===== src/rtl/axil_reg_pkg.sv =====
////////////////////////////////////////
// Register block shared definitions
// Address map constants and bank sizes
// Bus, response and bank typedefs
// Control unit state encoding
////////////////////////////////////////
`default_nettype none

package axil_reg_pkg;

    // Bus word types
    typedef logic [31:0] addr_t;
    typedef logic [31:0] data_t;
    typedef logic [3:0]  strb_t;
    typedef logic [1:0]  resp_t;

    // Window placement, 4 KiB above the base
    localparam addr_t base_address = 32'h4400_0000;
    localparam int    window_bits  = 12;

    // Bank sizes
    localparam int n_write_regs = 3;
    localparam int n_read_regs  = 3;

    // AXI response codes
    localparam resp_t resp_okay   = 2'b00;
    localparam resp_t resp_slverr = 2'b10;
    localparam resp_t resp_decerr = 2'b11;

    // Word index across both banks
    // 0..2 write registers, 3..5 input registers
    typedef logic [2:0] reg_idx_t;

    typedef data_t [n_write_regs-1:0] write_bank_t;
    typedef data_t [n_read_regs-1:0]  read_bank_t;

    // Control unit sequencing
    typedef enum logic [2:0] {
        idle,
        write_exec,
        write_resp,
        read_exec,
        read_resp
    } cu_state_t;

endpackage

`default_nettype wire

===== src/rtl/axi_lite_if.sv =====
////////////////////////////////////////
// AXI4-Lite bundle
// All five channels
// Slave and monitor modports
////////////////////////////////////////
`default_nettype none

interface axi_lite_if;
    import axil_reg_pkg::*;

    // Write address channel
    addr_t      awaddr;
    logic [2:0] awprot;
    logic       awvalid;
    logic       awready;

    // Write data channel
    data_t      wdata;
    strb_t      wstrb;
    logic       wvalid;
    logic       wready;

    // Write response channel
    resp_t      bresp;
    logic       bvalid;
    logic       bready;

    // Read address channel
    addr_t      araddr;
    logic [2:0] arprot;
    logic       arvalid;
    logic       arready;

    // Read data channel
    data_t      rdata;
    resp_t      rresp;
    logic       rvalid;
    logic       rready;

    // Register block side, each block drives only its own channels
    modport slave (
        input  awaddr, awprot, awvalid, output awready,
        input  wdata, wstrb, wvalid, output wready,
        output bresp, bvalid, input bready,
        input  araddr, arprot, arvalid, output arready,
        output rdata, rresp, rvalid, input rready
    );

    // Passive observer
    modport monitor (
        input awaddr, awprot, awvalid, awready,
        input wdata, wstrb, wvalid, wready,
        input bresp, bvalid, bready,
        input araddr, arprot, arvalid, arready,
        input rdata, rresp, rvalid, rready
    );

endinterface

`default_nettype wire


===== src/rtl/axil_register_top.sv =====
////////////////////////////////////////
// Register block top level
// Plain AXI-Lite ports onto the bundle
// Capture, control, bank and read mux
////////////////////////////////////////
`default_nettype none

module axil_register_top (
    input  wire logic                     clock,
    input  wire logic                     rst_n,
    input  wire axil_reg_pkg::addr_t      awaddr,
    input  wire logic [2:0]               awprot,
    input  wire logic                     awvalid,
    output logic                          awready,
    input  wire axil_reg_pkg::data_t      wdata,
    input  wire axil_reg_pkg::strb_t      wstrb,
    input  wire logic                     wvalid,
    output logic                          wready,
    output axil_reg_pkg::resp_t           bresp,
    output logic                          bvalid,
    input  wire logic                     bready,
    input  wire axil_reg_pkg::addr_t      araddr,
    input  wire logic [2:0]               arprot,
    input  wire logic                     arvalid,
    output logic                          arready,
    output axil_reg_pkg::data_t           rdata,
    output axil_reg_pkg::resp_t           rresp,
    output logic                          rvalid,
    input  wire logic                     rready,
    input  wire axil_reg_pkg::read_bank_t in_regs,
    output axil_reg_pkg::write_bank_t     out_regs
);
    import axil_reg_pkg::*;

    axi_lite_if bus ();

    // Capture to control unit
    logic     wr_pending;
    addr_t    wr_addr;
    data_t    wr_data;
    strb_t    wr_strb;
    logic     wr_consume;
    // Control unit to bank and mux
    logic     bank_we;
    reg_idx_t bank_idx;
    data_t    bank_data;
    strb_t    bank_strb;
    logic     rd_load;
    reg_idx_t rd_idx;
    data_t    rd_data;

    // Master side into the bundle
    assign bus.awaddr  = awaddr;
    assign bus.awprot  = awprot;
    assign bus.awvalid = awvalid;
    assign bus.wdata   = wdata;
    assign bus.wstrb   = wstrb;
    assign bus.wvalid  = wvalid;
    assign bus.bready  = bready;
    assign bus.araddr  = araddr;
    assign bus.arprot  = arprot;
    assign bus.arvalid = arvalid;
    assign bus.rready  = rready;

    // Slave side back out
    assign awready = bus.awready;
    assign wready  = bus.wready;
    assign bresp   = bus.bresp;
    assign bvalid  = bus.bvalid;
    assign arready = bus.arready;
    assign rdata   = bus.rdata;
    assign rresp   = bus.rresp;
    assign rvalid  = bus.rvalid;

    axil_write_capture axil_write_capture_inst (
        .clock      (clock),
        .rst_n      (rst_n),
        .wr_consume (wr_consume),
        .bus        (bus),
        .wr_pending (wr_pending),
        .wr_addr    (wr_addr),
        .wr_data    (wr_data),
        .wr_strb    (wr_strb)
    );

    axil_register_cu axil_register_cu_inst (
        .clock      (clock),
        .rst_n      (rst_n),
        .wr_pending (wr_pending),
        .wr_addr    (wr_addr),
        .wr_data    (wr_data),
        .wr_strb    (wr_strb),
        .rd_data    (rd_data),
        .bus        (bus),
        .wr_consume (wr_consume),
        .bank_we    (bank_we),
        .bank_data  (bank_data),
        .bank_strb  (bank_strb),
        .bank_idx   (bank_idx),
        .rd_load    (rd_load),
        .rd_idx     (rd_idx)
    );

    axil_register_bank axil_register_bank_inst (
        .clock     (clock),
        .rst_n     (rst_n),
        .bank_we   (bank_we),
        .bank_idx  (bank_idx),
        .bank_data (bank_data),
        .bank_strb (bank_strb),
        .regs      (out_regs)
    );

    // Read-back sees the live control registers
    axil_read_mux axil_read_mux_inst (
        .clock   (clock),
        .rst_n   (rst_n),
        .rd_load (rd_load),
        .rd_idx  (rd_idx),
        .wr_regs (out_regs),
        .in_regs (in_regs),
        .rd_data (rd_data)
    );

endmodule

`default_nettype wire


===== src/rtl/axil_register_cu.sv =====
////////////////////////////////////////
// Register block control unit
// Address decode and classification
// Read and write sequencing FSM
// AR, B and R channel handshakes
// Response protocol assertions
////////////////////////////////////////
`default_nettype none

module axil_register_cu (
    input  wire logic                  clock,
    input  wire logic                  rst_n,
    input  wire logic                  wr_pending,
    input  wire axil_reg_pkg::addr_t   wr_addr,
    input  wire axil_reg_pkg::data_t   wr_data,
    input  wire axil_reg_pkg::strb_t   wr_strb,
    input  wire axil_reg_pkg::data_t   rd_data,
    axi_lite_if.slave                  bus,
    output logic                       wr_consume,
    output logic                       bank_we,
    output axil_reg_pkg::data_t        bank_data,
    output axil_reg_pkg::strb_t        bank_strb,
    output axil_reg_pkg::reg_idx_t     bank_idx,
    output logic                       rd_load,
    output axil_reg_pkg::reg_idx_t     rd_idx
);
    import axil_reg_pkg::*;

    // Word offset inside the window
    typedef logic [window_bits-3:0] word_t;

    localparam word_t first_rreg = word_t'(n_write_regs);
    localparam word_t end_rreg   = word_t'(n_write_regs + n_read_regs);

    cu_state_t state;
    cu_state_t state_next;
    // Keeps arready low through reset
    logic      ar_en;
    logic      ar_fire;
    addr_t     ar_addr_q;
    resp_t     bresp_q;
    resp_t     rresp_q;
    logic      rd_zero_q;
    word_t     wr_word;
    word_t     rd_word;
    logic      wr_in_win;
    logic      wr_is_wreg;
    logic      wr_is_rreg;
    logic      rd_mapped;

    // Upper bits must match the base
    function automatic logic in_window(addr_t a);
        return a[31:window_bits] == base_address[31:window_bits];
    endfunction

    // Write side decode, held address from the capture block
    assign wr_word    = wr_addr[window_bits-1:2];
    assign wr_in_win  = in_window(wr_addr);
    assign wr_is_wreg = wr_in_win && (wr_word < first_rreg);
    assign wr_is_rreg = wr_in_win && (wr_word >= first_rreg) && (wr_word < end_rreg);

    // Read side decode on the latched AR address
    assign rd_word   = ar_addr_q[window_bits-1:2];
    assign rd_mapped = in_window(ar_addr_q) && (rd_word < end_rreg);

    // Pending write blocks new reads
    assign bus.arready = ar_en && (state == idle) && !wr_pending;
    assign ar_fire     = bus.arvalid && bus.arready;

    // Response channels
    assign bus.bvalid = (state == write_resp);
    assign bus.bresp  = bresp_q;
    assign bus.rvalid = (state == read_resp);
    assign bus.rresp  = rresp_q;
    assign bus.rdata  = rd_zero_q ? '0 : rd_data;

    // One cycle strobes out of the exec states
    assign wr_consume = (state == write_exec);
    assign bank_we    = (state == write_exec) && wr_is_wreg;
    assign bank_idx   = reg_idx_t'(wr_word);
    assign bank_data  = wr_data;
    assign bank_strb  = wr_strb;
    assign rd_load    = (state == read_exec) && rd_mapped;
    assign rd_idx     = reg_idx_t'(rd_word);

    // Next state
    always_comb begin
        state_next = state;
        case (state)
            idle: begin
                // Writes win over reads
                if (wr_pending)
                    state_next = write_exec;
                else if (ar_fire)
                    state_next = read_exec;
            end
            write_exec: state_next = write_resp;
            write_resp: begin
                if (bus.bready)
                    state_next = idle;
            end
            read_exec: state_next = read_resp;
            read_resp: begin
                if (bus.rready)
                    state_next = idle;
            end
            default: state_next = idle;
        endcase
    end

    always_ff @(posedge clock) begin
        if (!rst_n) begin
            state <= idle;
            ar_en <= 1'b0;
        end else begin
            state <= state_next;
            ar_en <= 1'b1;
        end
    end

    // Latched address and response payload
    always_ff @(posedge clock) begin
        if (ar_fire)
            ar_addr_q <= bus.araddr;
        if (state == write_exec) begin
            if (wr_is_wreg)
                bresp_q <= resp_okay;
            else if (wr_is_rreg)
                bresp_q <= resp_slverr;
            else
                bresp_q <= resp_decerr;
        end
        if (state == read_exec) begin
            rresp_q   <= rd_mapped ? resp_okay : resp_decerr;
            // Unmapped reads return zero
            rd_zero_q <= !rd_mapped;
        end
    end

    // Only one response channel active at a time
    one_response: assert property (
        @(posedge clock) disable iff (!rst_n)
        !(bus.bvalid && bus.rvalid)
    );

    b_hold: assert property (
        @(posedge clock) disable iff (!rst_n)
        (bus.bvalid && !bus.bready) |=> (bus.bvalid && $stable(bus.bresp))
    );

    // Data and response frozen across R back-pressure
    r_hold: assert property (
        @(posedge clock) disable iff (!rst_n)
        (bus.rvalid && !bus.rready) |=>
            (bus.rvalid && $stable(bus.rdata) && $stable(bus.rresp))
    );

endmodule

`default_nettype wire


===== src/rtl/axil_read_mux.sv =====
////////////////////////////////////////
// Read data select
// Write bank below, input bank above
// Registered on load
////////////////////////////////////////
`default_nettype none

module axil_read_mux (
    input  wire logic                     clock,
    input  wire logic                     rst_n,
    input  wire logic                     rd_load,
    input  wire axil_reg_pkg::reg_idx_t   rd_idx,
    input  wire axil_reg_pkg::write_bank_t wr_regs,
    input  wire axil_reg_pkg::read_bank_t in_regs,
    output axil_reg_pkg::data_t           rd_data
);
    import axil_reg_pkg::*;

    data_t sel;

    // Word select by index
    always_comb begin
        sel = '0;
        for (int i = 0; i < n_write_regs; i++) begin
            if (rd_idx == reg_idx_t'(i))
                sel = wr_regs[i];
        end
        // Input registers sit right after the write bank
        for (int j = 0; j < n_read_regs; j++) begin
            if (rd_idx == reg_idx_t'(n_write_regs + j))
                sel = in_regs[j];
        end
    end

    // Held until the next load
    always_ff @(posedge clock) begin
        if (!rst_n)
            rd_data <= '0;
        else if (rd_load)
            rd_data <= sel;
    end

endmodule

`default_nettype wire


===== src/rtl/axil_register_bank.sv =====
////////////////////////////////////////
// Control register bank
// Byte strobe merge on write enable
// Cleared to zero on reset
////////////////////////////////////////
`default_nettype none

module axil_register_bank (
    input  wire logic                  clock,
    input  wire logic                  rst_n,
    input  wire logic                  bank_we,
    input  wire axil_reg_pkg::reg_idx_t bank_idx,
    input  wire axil_reg_pkg::data_t   bank_data,
    input  wire axil_reg_pkg::strb_t   bank_strb,
    output axil_reg_pkg::write_bank_t  regs
);
    import axil_reg_pkg::*;

    // Per byte lane update
    always_ff @(posedge clock) begin
        if (!rst_n) begin
            regs <= '0;
        end else if (bank_we) begin
            for (int r = 0; r < n_write_regs; r++) begin
                // Index compare instead of a direct select
                if (bank_idx == reg_idx_t'(r)) begin
                    for (int b = 0; b < 4; b++) begin
                        if (bank_strb[b])
                            regs[r][8*b +: 8] <= bank_data[8*b +: 8];
                    end
                end
            end
        end
    end

    // Only write registers ever reach the bank
    idx_in_range: assert property (
        @(posedge clock) disable iff (!rst_n)
        bank_we |-> (int'(bank_idx) < n_write_regs)
    );

endmodule

`default_nettype wire


===== src/rtl/axil_write_capture.sv =====
////////////////////////////////////////
// Write channel capture
// One address slot, one data slot
// AW and W accepted in any order
////////////////////////////////////////
`default_nettype none

module axil_write_capture (
    input  wire logic            clock,
    input  wire logic            rst_n,
    input  wire logic            wr_consume,
    axi_lite_if.slave            bus,
    output logic                 wr_pending,
    output axil_reg_pkg::addr_t  wr_addr,
    output axil_reg_pkg::data_t  wr_data,
    output axil_reg_pkg::strb_t  wr_strb
);
    import axil_reg_pkg::*;

    logic aw_full;
    logic w_full;
    // Low through reset, high from the first edge after it
    logic ready_en;
    logic aw_fire;
    logic w_fire;

    // Ready while the matching slot is empty
    assign bus.awready = ready_en && !aw_full;
    assign bus.wready  = ready_en && !w_full;

    assign aw_fire = bus.awvalid && bus.awready;
    assign w_fire  = bus.wvalid && bus.wready;

    // Both halves present
    assign wr_pending = aw_full && w_full;

    // Slot flags
    always_ff @(posedge clock) begin
        if (!rst_n) begin
            ready_en <= 1'b0;
            aw_full  <= 1'b0;
            w_full   <= 1'b0;
        end else begin
            ready_en <= 1'b1;
            // Consume only comes with both slots full, so no fire can collide
            if (wr_consume) begin
                aw_full <= 1'b0;
                w_full  <= 1'b0;
            end
            if (aw_fire)
                aw_full <= 1'b1;
            if (w_fire)
                w_full <= 1'b1;
        end
    end

    // Held payload
    always_ff @(posedge clock) begin
        if (aw_fire)
            wr_addr <= bus.awaddr;
        if (w_fire) begin
            wr_data <= bus.wdata;
            wr_strb <= bus.wstrb;
        end
    end

    // Master keeps the address steady until it is taken
    awaddr_stable: assert property (
        @(posedge clock) disable iff (!rst_n)
        (bus.awvalid && !bus.awready) |=> $stable(bus.awaddr)
    );

endmodule

`default_nettype wire


===== config.mk =====
export PLATFORM = sky130hd
export DESIGN_NAME = axil_register_top
export DESIGN_NICKNAME = d
export VERILOG_FILES = /design/src/rtl/axil_reg_pkg.sv /design/src/rtl/axi_lite_if.sv /design/src/rtl/axil_register_top.sv /design/src/rtl/axil_register_cu.sv /design/src/rtl/axil_read_mux.sv /design/src/rtl/axil_register_bank.sv /design/src/rtl/axil_write_capture.sv
export SDC_FILE = /design/constraint.sdc
export NUM_CORES = 1
export LEC_CHECK = 0
export ABC_AREA = 1
export BUFFER_PORTS_ARGS = -buffer_cell sky130_fd_sc_hd__buf_2
export CAP_MARGIN = 0
export CORE_MARGIN = 5
export CORE_UTILIZATION = 48
export CTS_CLUSTER_DIAMETER = 120
export CTS_CLUSTER_SIZE = 40
export DETAILED_ROUTE_END_ITERATION = 10
export PLACE_DENSITY = 0.76
export SYNTH_ARGS = -nofsm -noshare
export SYNTH_HDL_FRONTEND = slang
export SYNTH_SLANG_ARGS = --single-unit

===== constraint.sdc =====
create_clock -name clock -period 3.8 [get_ports clock]
set_input_delay 0.19 -clock clock [delete_from_list [all_inputs] [get_ports clock]]
set_output_delay 0.19 -clock clock [all_outputs]
set_load 0.02 [all_outputs]

**After elaboration in Yosys (flattened, before gate mapping)**

Index checks and enable logic that the tools add are counted.

- Order comparisons: 4
- Equality and inequality tests: 16
- Mux-type cells: 18
- Reduce and logical (&&, ||, !) cells: 36

Operator list:

| cell | number |
|---|---|
| 32-bit 2-to-1 mux | 7 |
| 20-bit by 19-bit equality test with 1-bit output, second input constant | 2 |
| 3-bit AND reduction | 13 |
| 10-bit by 3-bit less-than comparator with 1-bit output, second input constant | 2 |
| 3-bit by 2-bit equality test with 1-bit output, second input constant | 5 |
| 3-bit one-hot mux with 5 select lines | 1 |
| 1-bit logical AND | 14 |
| 3-bit 2-to-1 mux | 4 |
| 10-bit by 2-bit greater-or-equal comparator with 1-bit output, second input constant | 1 |
| 10-bit by 2-bit less-than comparator with 1-bit output, second input constant | 1 |
| 3-bit by 1-bit equality test with 1-bit output, second input constant | 3 |
| 3-bit equality test, second input constant | 3 |
| 3-bit logical NOT | 3 |
| 1-bit 2-to-1 mux | 5 |
| 1-bit logical NOT | 4 |
| 2-bit by 1-bit inequality test with 1-bit output, second input constant | 2 |
| 2-bit nonzero test | 2 |
| 3-bit by 1-bit inequality test with 1-bit output, second input constant | 1 |
| 2-bit 2-to-1 mux | 1 |

- Flip-flop bits (word level): 239
- Output and inout bits: 137
- Word-level logic and storage cells: 98

**Depth between registers and ports, before layout**

Gate-level depths: netlist of run 1.

- Word-level depth: 7
- Depth in mapped cells: 10
- Gate-level depth less buffers: 9

**Worst setup path before layout of run 1**

OpenSTA, ideal clock, no wires.

- Path kind: register to register
- Start: reg axil_register_cu_inst.state[1]
- End: reg axil_register_cu_inst.ar_addr_q[10], enable pin
- Library setup time: 0.455 ns
- Arrival: 2.813 ns
- Data required time: 3.345 ns
- Setup slack: 0.532 ns
- Stages on the path, launching flop included: 6
- Path buffers: 0
- Period minus slack after synthesis: 3.268 ns
- Cells stage by stage: dfxtp_1 -> inv_1 -> nand3_1 -> nor2_1 -> inv_1 -> nor3_1

- Cells in the longest elaborated chain, start to end: 4

RTL lines:

| element | RTL line | source |
|---|---|---|
| start, declared | axil_register_cu.sv:35 | `cu_state_t state;` |
| start signal, assigned | axil_register_cu.sv:113 | `state <= idle;` |
| start signal, assigned | axil_register_cu.sv:116 | `state <= state_next;` |
| 3-bit logical NOT | axil_register_cu.sv:67 | `assign bus.arready = ar_en && (state == idle) && !wr_pending;` |
| 1-bit logical AND (2 in a row) | axil_register_cu.sv:67 |  |
| 1-bit logical AND | axil_register_cu.sv:68 | `assign ar_fire = bus.arvalid && bus.arready;` |
| net axil_register_cu_inst.ar_fire | axil_register_cu.sv:39 | `logic ar_fire;` |
| end signal, assigned | axil_register_cu.sv:124 | `ar_addr_q <= bus.araddr;` |
| end, declared | axil_register_cu.sv:40 | `addr_t ar_addr_q;` |

The timed path passes the listed nets, and every way through them passes these cells.
A chain may end at the register's enable or synchronous reset.

**Worst setup path in the final report of run 1**

- Start: reg axil_write_capture_inst.wr_addr[6]
- End: reg axil_register_bank_inst.regs[72] (netlist name)

- Cells in the longest elaborated chain, start to end: 4

RTL lines:

| element | RTL line | source |
|---|---|---|
| start, declared | axil_write_capture.sv:14 | `output axil_reg_pkg::addr_t wr_addr,` |
| start signal, assigned | axil_write_capture.sv:60 | `wr_addr <= bus.awaddr;` |
| 10-bit by 2-bit less-than comparator with 1-bit output | axil_register_cu.sv:59 | `assign wr_is_wreg = wr_in_win && (wr_word < first_rreg);` |
| 1-bit logical AND | axil_register_cu.sv:59 |  |
| 1-bit logical AND | axil_register_cu.sv:79 | `assign bank_we = (state == write_exec) && wr_is_wreg;` |
| 3-bit AND reduction (no source line) | - |  |
| end signal, assigned by index | axil_register_bank.sv:29 | `regs[r][8*b +: 8] <= bank_data[8*b +: 8];` |
| end, declared | axil_register_bank.sv:15 | `output axil_reg_pkg::write_bank_t regs` |

Every way passes these cells.

==> out/summary.txt, run 1 <==
share of power burned in the clock network: 25.1%
via count: 10,565
root cell of the clock tree: sky130_fd_sc_hd__clkbuf_16
required time of the critical path: 4.20 ns
internal power contribution: 3.42 mW
overall power of the completed layout: 4.74 mW
Yosys reg bits: 233
GRT busiest layer: met2
Post-Synthesis Net Count: 1,454
# clock sinks: 233
number of nets in the layout: 1,850
Tmin final: 2.44 ns
Total Die Area: 24,400 um2
syn avg cell area: 8.23 um2
distinct cell type count of the synthesized netlist: 26
top fanout value on the critical path: 33
post-place instance area: 12,100 um2
post-cts resize count: 0
final clock skew: 0.0234 ns
post-route setup slack: 1.36 ns
RSZ-0062 raised after global routing: false
detailed placer's ending HPWL: 25.1 mm
initial antenna violation count: 2
weighted congestion reported at the end of routability-driven placement: 0.905
FF-to-FF Start: axil_write_capture_inst.wr_addr[6]$_DFFE_PP_
kind of cell adding the most delay to the critical path: simple AND/OR/NAND/NOR gates
Core Region: 21,000 um2
insertion delay to the later sink of the worst-skew pair: 0.48 ns
Hold Violations, Final: 0
flop2flop setup slack: 1.36 ns
maximum number of pins on one net before global-route repair: 113
sequential share of power: 58.5%
largest incremental delay on the critical path: 0.45 ns
global routing usage on met3: 5.88%
count of standard-cell rows: 53
Synthesis Warnings: 0
start-to-end type of the worst setup path: reg2reg
combinational share of power: 16.4%
Switching Share: 27.8%
actual slew at the worst max-slew pin: 1.10 ns
remaining antenna violation count after routing: 0
fraction of final layout cells with drive strength greater than 1: 23.4%
Clock Pin Slew Worst Setup and Hold Paths: 0.14 ns
pre-CTS WS: 1.52 ns
global route overflow: 0
Critical Path End Type: register
worst min path class: in2reg
worst IR drop on VDD: 370 uV
Layout area overhead: 30.3%
period utilization: 64.1%
total number of cells along the worst setup path: 9
number of search-and-repair iterations in the first detailed-routing pass: 5
met2 usage in global routing: 47.7%
Starting Density: 48.8%
LEAKAGE: 5.37 nW
post-route design area: 13,400 um2
number of max-slew violations in the final report: 0
maximum operating frequency: 410 MHz
Setup TNS: 0 ns
chain of cells forming the critical path: nor2_1, nand2_1, nor2_2, nand2_1, nor2_4, buf_4, buf_4, nand4_1, a21oi_1
met1 GRT Util: 35.7%
vias per cell: 5.50
destination of the critical timing path: axil_register_bank_inst.regs[72]$_SDFFE_PN0P_
timing startpoint of the critical path: axil_write_capture_inst.wr_addr[6]$_DFFE_PP_
CTS tree: yes
overall routing resource usage: 29.0%
die span in x: 156 um
Max-slew headroom: 26.9%
clock buffers created by TritonCTS: 9
count of H-tree levels built during CTS: 1
number of global-route vias before repair: 10,100
result of the run: complete, no violations
IO buf count: 335
CP Data Arrival Time: 2.84 ns
global-route wire length before repair: 55.6 mm
total wirelength of the detailed-routed design: 36.6 mm
reg-to-reg endpoint: axil_register_bank_inst.regs[72]$_SDFFE_PN0P_
post-synth design cell area: 10,300 um2
logic depth of the worst register-to-register path: 9
Net Switching: 1.32 mW
proportion of synthesized chip area in sequential cells: 55.2%
areal power density over the cells: 355 nW/um2
Buf/Inv on CP: 2
Iter 0 DRT Violations: 1,057
cell count after synthesis: 1,245
routed length per placed instance: 19.1 um
reported max-cap violation count: 0
DRC viols: 0
final count of negative-setup-slack endpoints: 0
count of boundary I/O pins: 346
Critical Path Start Type: register
maximum count of clock buffers along a single path: 3
height of the chip: 156 um
Worst path slowest cell: sky130_fd_sc_hd__edfxtp_1
-- worst reg2reg max path, delay by kind of cell (launching register included) --
kind | cells | cell delay (ns)
AND/OR/NAND/NOR | 6 | 0.96
buffers and inverters | 2 | 0.77
flip-flops | 1 | 0.45
AO/OA/AOI/OAI | 1 | 0.19
-- area by class of cell --
type                            count  area [um2]
Multi-Input combinational cell    830        3840
Tap cell                          275         344
Timing Repair Buffer              455        2840
Clock buffer                       12         236
Fill cell                        1756        7660
Antenna cell                        4        10.0
Inverter                          112         423
Sequential cell                   233        5660
Clock inverter                      1        8.76
-- sequential cells by signal (all words and copies together), names as in the netlist, 2 cells and up --
| name | count |
|---|---|
| axil_read_mux_inst.rd_data | 32 |
| axil_register_cu_inst.state | 3 |
| axil_write_capture_inst.wr_strb | 4 |
| axil_register_bank_inst.regs | 96 |
| axil_write_capture_inst.wr_addr | 30 |
| axil_register_cu_inst.bus.bresp | 2 |
| axil_register_cu_inst.ar_addr_q | 30 |
| axil_write_capture_inst.wr_data | 32 |
-- what timing repair did --
action                                  in CTS  in global routing
endpoints found under the setup margin       0                  0
hold endpoints to repair                   100                  0
hold buffers                               100                  0
setup buffers                                0                  0
-- synthesized netlist by cell type (all sizes together) --
cell type / count / area share, %
inv: 112 / 4.1
o31ai: 1 / 0.073
edfxtp: 99 / 29
or2: 1 / 0.061
a21oi: 133 / 6.5
o21ai: 33 / 1.6
dfxtp: 134 / 26
nor2: 140 / 5.3
nand3: 106 / 5.5
buf: 32 / 2.2
nand4: 106 / 6.5
and3: 1 / 0.061
and2: 1 / 0.061
clkbuf: 38 / 1.4
nand2: 298 / 11
nor3: 8 / 0.55
o211ai: 2 / 0.15
-- cell families (layout without fill, tap and decap cells) --
| kind of cell | count (synthesis) | after routing | synth area share [%] |
|---|---|---|---|
| simple gates | 661 | 661 | 28.9 |
| flops | 233 | 233 | 55.2 |
| buf+inv | 182 | 580 | 7.66 |
| compound gates | 169 | 169 | 8.32 |
| other cells | 0 | 4 | 0 |
-- layer usage --
layer	part of all wire (%)	routed length, um
met1	37	13700
met2	47	17100
met3	9.8	3610
met4	6.1	2250
met5	0	0
-- power by group through the flow --
stage          combinational, mW  sequential (mW)  clock (mW)
3_3_place_gp               0.673             2.82           0
4_1_cts                    0.761             2.77        1.21
3_5_place_dp               0.677             2.83           0
2_1_floorplan              0.410             2.81           0
6_report                   0.779             2.77        1.19
5_1_grt                    0.846             2.78        1.30
-- worst min-delay path by stage --
stage	start	to	slack [ns]	depth (start not counted)
2_1_floorplan	rst_n	axil_register_cu_inst.ar_en$_DFF_P_	0.22	0
3_3_place_gp	rst_n	axil_register_cu_inst.ar_en$_DFF_P_	0.34	1
3_5_place_dp	rst_n	axil_register_cu_inst.ar_en$_DFF_P_	0.34	1
4_1_cts	in_regs[79]	axil_read_mux_inst.rd_data[15]$_SDFFE_PN0P_	0.05	5
5_1_grt	in_regs[67]	axil_read_mux_inst.rd_data[3]$_SDFFE_PN0P_	0.09	5
6_report	in_regs[79]	axil_read_mux_inst.rd_data[15]$_SDFFE_PN0P_	0.07	5
-- through the flow --
stage / hold slack [ns] / std cells / utilization (%)
2_1_floorplan: 0.218 / 1245 / -
3_3_place_gp: 0.339 / 1805 / 57.6
3_5_place_dp: 0.342 / 1805 / 57.6
4_1_cts: 0.0462 / 1918 / 63.5
5_1_grt: 0.0852 / 1920 / 63.5
6_report: 0.0693 / 1922 / 63.5
-- cells in the final DEF (no fill, tap or decap) --
cell type                       Yosys  routed
sky130_fd_sc_hd__buf_2             16     335
sky130_fd_sc_hd__nand2_1          298     298
sky130_fd_sc_hd__dfxtp_1          134     134
sky130_fd_sc_hd__nor2_1           136     133
sky130_fd_sc_hd__a21oi_1          133     133
sky130_fd_sc_hd__inv_1            110     110
sky130_fd_sc_hd__nand4_1          106     106
sky130_fd_sc_hd__nand3_1          100     100
sky130_fd_sc_hd__dlygate4sd3_1      0     100
sky130_fd_sc_hd__edfxtp_1          99      99
sky130_fd_sc_hd__o21ai_0           33      33
sky130_fd_sc_hd__buf_4              4      19
sky130_fd_sc_hd__clkbuf_16          0       9
sky130_fd_sc_hd__nand3_2            6       6
sky130_fd_sc_hd__nor2_2             3       5
sky130_fd_sc_hd__diode_2            0       4
sky130_fd_sc_hd__nor3_1             6       4
sky130_fd_sc_hd__clkbuf_1          38       3
sky130_fd_sc_hd__nor3_2             1       2
sky130_fd_sc_hd__nor3_4             1       2
sky130_fd_sc_hd__nor2_4             1       2
sky130_fd_sc_hd__o211ai_1           2       2
sky130_fd_sc_hd__and2_1             1       1
sky130_fd_sc_hd__inv_2              2       1
sky130_fd_sc_hd__inv_4              0       1
sky130_fd_sc_hd__or2_1              1       1
sky130_fd_sc_hd__and3_1             1       1
sky130_fd_sc_hd__o31ai_1            1       1
sky130_fd_sc_hd__clkinv_4           0       1
sky130_fd_sc_hd__buf_12             0       1
Note: power is estimated with default switching activity, not from simulation.
==> inputs of run 2 (changes only) <==
Settings changed: CORE_UTILIZATION 48 to 46.
Clock period 3.8 ns to 2.15 ns, I/O delays scaled along.
==> run 2 against run 1 <==
- wire length grew 1.3%
- combinational power grew 98%
- core utilization grew 0.31 points
- clock power grew 79%
- critical path type unchanged
- largest cell class unchanged
==> out/summary.txt, run 2 (synthesized netlist as in run 1, its figures left out) <==
CTS tree: yes (unchanged)
Tmin final: 1.98 ns (was 2.44 ns)
initial antenna violation count: 5 (was 2)
global route overflow: 0 (unchanged)
root cell of the clock tree: sky130_fd_sc_hd__clkbuf_16 (unchanged)
Total Die Area: 25,400 um2 (was 24,400 um2)
post-CTS setup buffer count: 0 (unchanged)
maximum count of clock buffers along a single path: 3 (unchanged)
max reg flops: 96 (unchanged)
fraction of final layout cells with drive strength greater than 1: 24.1% (was 23.4%)
overall routing resource usage: 28.3% (was 29.0%)
count of boundary I/O pins: 346 (unchanged)
leading cell type in the layout, fill and taps excluded: sky130_fd_sc_hd__buf_2 (unchanged)
Setup TNS: 0 ns (unchanged)
LEAKAGE: 5.65 nW (was 5.37 nW)
top fanout value on the critical path: 8 (was 33)
Largest regs: axil_register_bank_inst.regs (96), axil_read_mux_inst.rd_data (32), axil_write_capture_inst.wr_data (32) (unchanged)
detailed route wirelength on metal2: 18.5 mm (was 17.1 mm)
Iter 0 DRT Violations: 1,311 (was 1,057)
worst IR drop on VDD: 616 uV (was 370 uV)
Critical Path End Type: register (unchanged)
filler-free cell count of the finished design: 1,981 (was 1,922)
count of H-tree levels built during CTS: 1 (unchanged)
count of standard-cell rows: 54 (was 53)
number of max-slew violations in the final report: 0 (unchanged)
worst min path class: in2reg (unchanged)
# clock sinks: 233 (unchanged)
vias per cell: 5.36 (was 5.50)
maximum operating frequency: 505 MHz (was 410 MHz)
die span in x: 159 um (was 156 um)
number of nets in the layout: 1,905 (was 1,850)
remaining antenna violation count after routing: 0 (unchanged)
top sig layer: met5 (was met4)
number of search-and-repair iterations in the first detailed-routing pass: 6 (was 5)
clock buffers created by TritonCTS: 9 (unchanged)
actual slew at the worst max-slew pin: 0.677 ns (was 1.10 ns)
global-route wire length before repair: 58.5 mm (was 55.6 mm)
register ranked first by flip-flop count: axil_register_bank_inst.regs (unchanged)
start-to-end type of the worst setup path: reg2reg (unchanged)
Starting Density: 46.8% (was 48.8%)
number of inserted filler cells in the final layout: 1,824 (was 1,756)
timing startpoint of the critical path: axil_register_cu_inst.ar_addr_q[3]$_DFFE_PP_ (was axil_write_capture_inst.wr_addr[6]$_DFFE_PP_)
Hold Violations, Final: 0 (unchanged)
final clock skew: 0.0267 ns (was 0.0234 ns)
DRC viols: 0 (unchanged)
total wirelength of the detailed-routed design: 37.1 mm (was 36.6 mm)
insertion delay to the later sink of the worst-skew pair: 0.49 ns (was 0.48 ns)
period utilization: 92.1% (was 64.1%)
height of the chip: 159 um (was 156 um)
most frequent cells in the layout: sky130_fd_sc_hd__buf_2, sky130_fd_sc_hd__nand2_1, sky130_fd_sc_hd__dfxtp_1, sky130_fd_sc_hd__dlygate4sd3_1 (was sky130_fd_sc_hd__buf_2, sky130_fd_sc_hd__nand2_1, sky130_fd_sc_hd__dfxtp_1)
amount of wire on met3 after detailed routing: 3.19 mm (was 3.61 mm)
end-of-flow core utilization: 63.8% (was 63.5%)
via count: 10,622 (was 10,565)
routed length on met1: 14.0 mm (was 13.7 mm)
IO buf count: 335 (unchanged)
number of placed instances, taps included: 1,831 (was 1,805)
final count of negative-setup-slack endpoints: 0 (unchanged)
CP Data Arrival Time: 2.34 ns (was 2.84 ns)
RSZ-0062 raised after global routing: false (unchanged)
maximum number of pins on one net before global-route repair: 134 (was 113)
areal power density over the cells: 614 nW/um2 (was 355 nW/um2)
Max-slew headroom: 54.8% (was 26.9%)
Critical Path Start Type: register (unchanged)
Clock Pin Slew Worst Setup and Hold Paths: 0.14 ns (about the same)
number of global-route vias before repair: 10,735 (was 10,100)
result of the run: complete, no violations (unchanged)
routed length per placed instance: 18.7 um (was 19.1 um)
hold_sp: in_regs[33] (was in_regs[79])
Layout area overhead: 36.3% (was 30.3%)
detailed placer's ending HPWL: 24.9 mm (was 25.1 mm)
Core Region: 21,900 um2 (was 21,000 um2)
weighted congestion reported at the end of routability-driven placement: 0.895 (was 0.905)
required time of the critical path: 2.51 ns (was 4.20 ns)
FF-to-FF Start: axil_register_cu_inst.ar_addr_q[3]$_DFFE_PP_ (was axil_write_capture_inst.wr_addr[6]$_DFFE_PP_)
reported max-cap violation count: 0 (unchanged)
-- run 2: changes by cell type in the layout (fill, tap and decap cells not counted), sizes merged --
| cell | delta |
|---|---|
| buf | +21 |
| diode | -1 |
| dlygate4sd3 | +34 |
-- run 2: path summary, 6_finish.rpt --
path | cells past startpoint | endpoint | slack (ns)
max | 8 | axil_read_mux_inst.rd_data[15]$_SDFFE_PN0P_ | 0.17
min | 5 | axil_read_mux_inst.rd_data[1]$_SDFFE_PN0P_ | 0.007
max reg2reg | 8 | axil_read_mux_inst.rd_data[15]$_SDFFE_PN0P_ | 0.17
min reg2reg | 2 | axil_read_mux_inst.rd_data[3]$_SDFFE_PN0P_ | 0.48
-- run 2: worst max-delay path: stages (launching register included) --
cell and delay (ns):
sky130_fd_sc_hd__edfxtp_1 0.52, sky130_fd_sc_hd__nand2_1 0.20, sky130_fd_sc_hd__nor2_2 0.07, sky130_fd_sc_hd__inv_1 0.35, sky130_fd_sc_hd__nor2_1 0.07, sky130_fd_sc_hd__nor2_1 0.25, sky130_fd_sc_hd__nand4_1 0.20, sky130_fd_sc_hd__nand2_1 0.12
sky130_fd_sc_hd__a21oi_1 0.07
-- run 2: final cells by class --
type                            count  area (um2)  area share (%)
Inverter                          112         423            3.03
Tap cell                          280         350            2.51
Timing Repair Buffer              510        3430            24.5
Antenna cell                        3        7.51          0.0537
Clock inverter                      1        8.76          0.0627
Clock buffer                       12         236            1.69
Multi-Input combinational cell    830        3870            27.7
Sequential cell                   233        5660            40.5
-- run 2: layer usage --
layer / global-route usage (%) / vias to the layer above
met5: 0 / -
met1: 35.0 / 4898
met4: 9.62 / 4
met3: 6.08 / 98
met2: 49.0 / 537
li1: - / 5085
-- run 2: what timing repair did --
action / in CTS / in global routing
setup endpoints to repair: 0 / 32
hold buffers: 134 / 0
gates resized for setup: 0 / 4
endpoints found under the hold margin: 119 / 0
-- run 2: stage by stage --
step / cell area (um2) / hold slack [ns] / power, mW / worst slack [ns]
2_1_floorplan: 10300 / 0.135 / 5.70 / 0.203
3_3_place_gp: 12400 / 0.257 / 6.27 / 0.175
3_5_place_dp: 12400 / 0.260 / 6.30 / 0.141
4_1_cts: 14000 / 0.000849 / 8.57 / 0.114
5_1_grt: 14000 / 0.0208 / 8.91 / 0.00983
6_report: 14000 / 0.00687 / 8.58 / 0.170
-- run 2: power breakdown --
| part | total [mW] | internal, mW | switching (mW) |
|---|---|---|---|
| combinational | 1.54 | 0.562 | 0.983 |
| clock | 2.13 | 0.796 | 1.33 |
| sequential | 4.90 | 4.81 | 0.0916 |
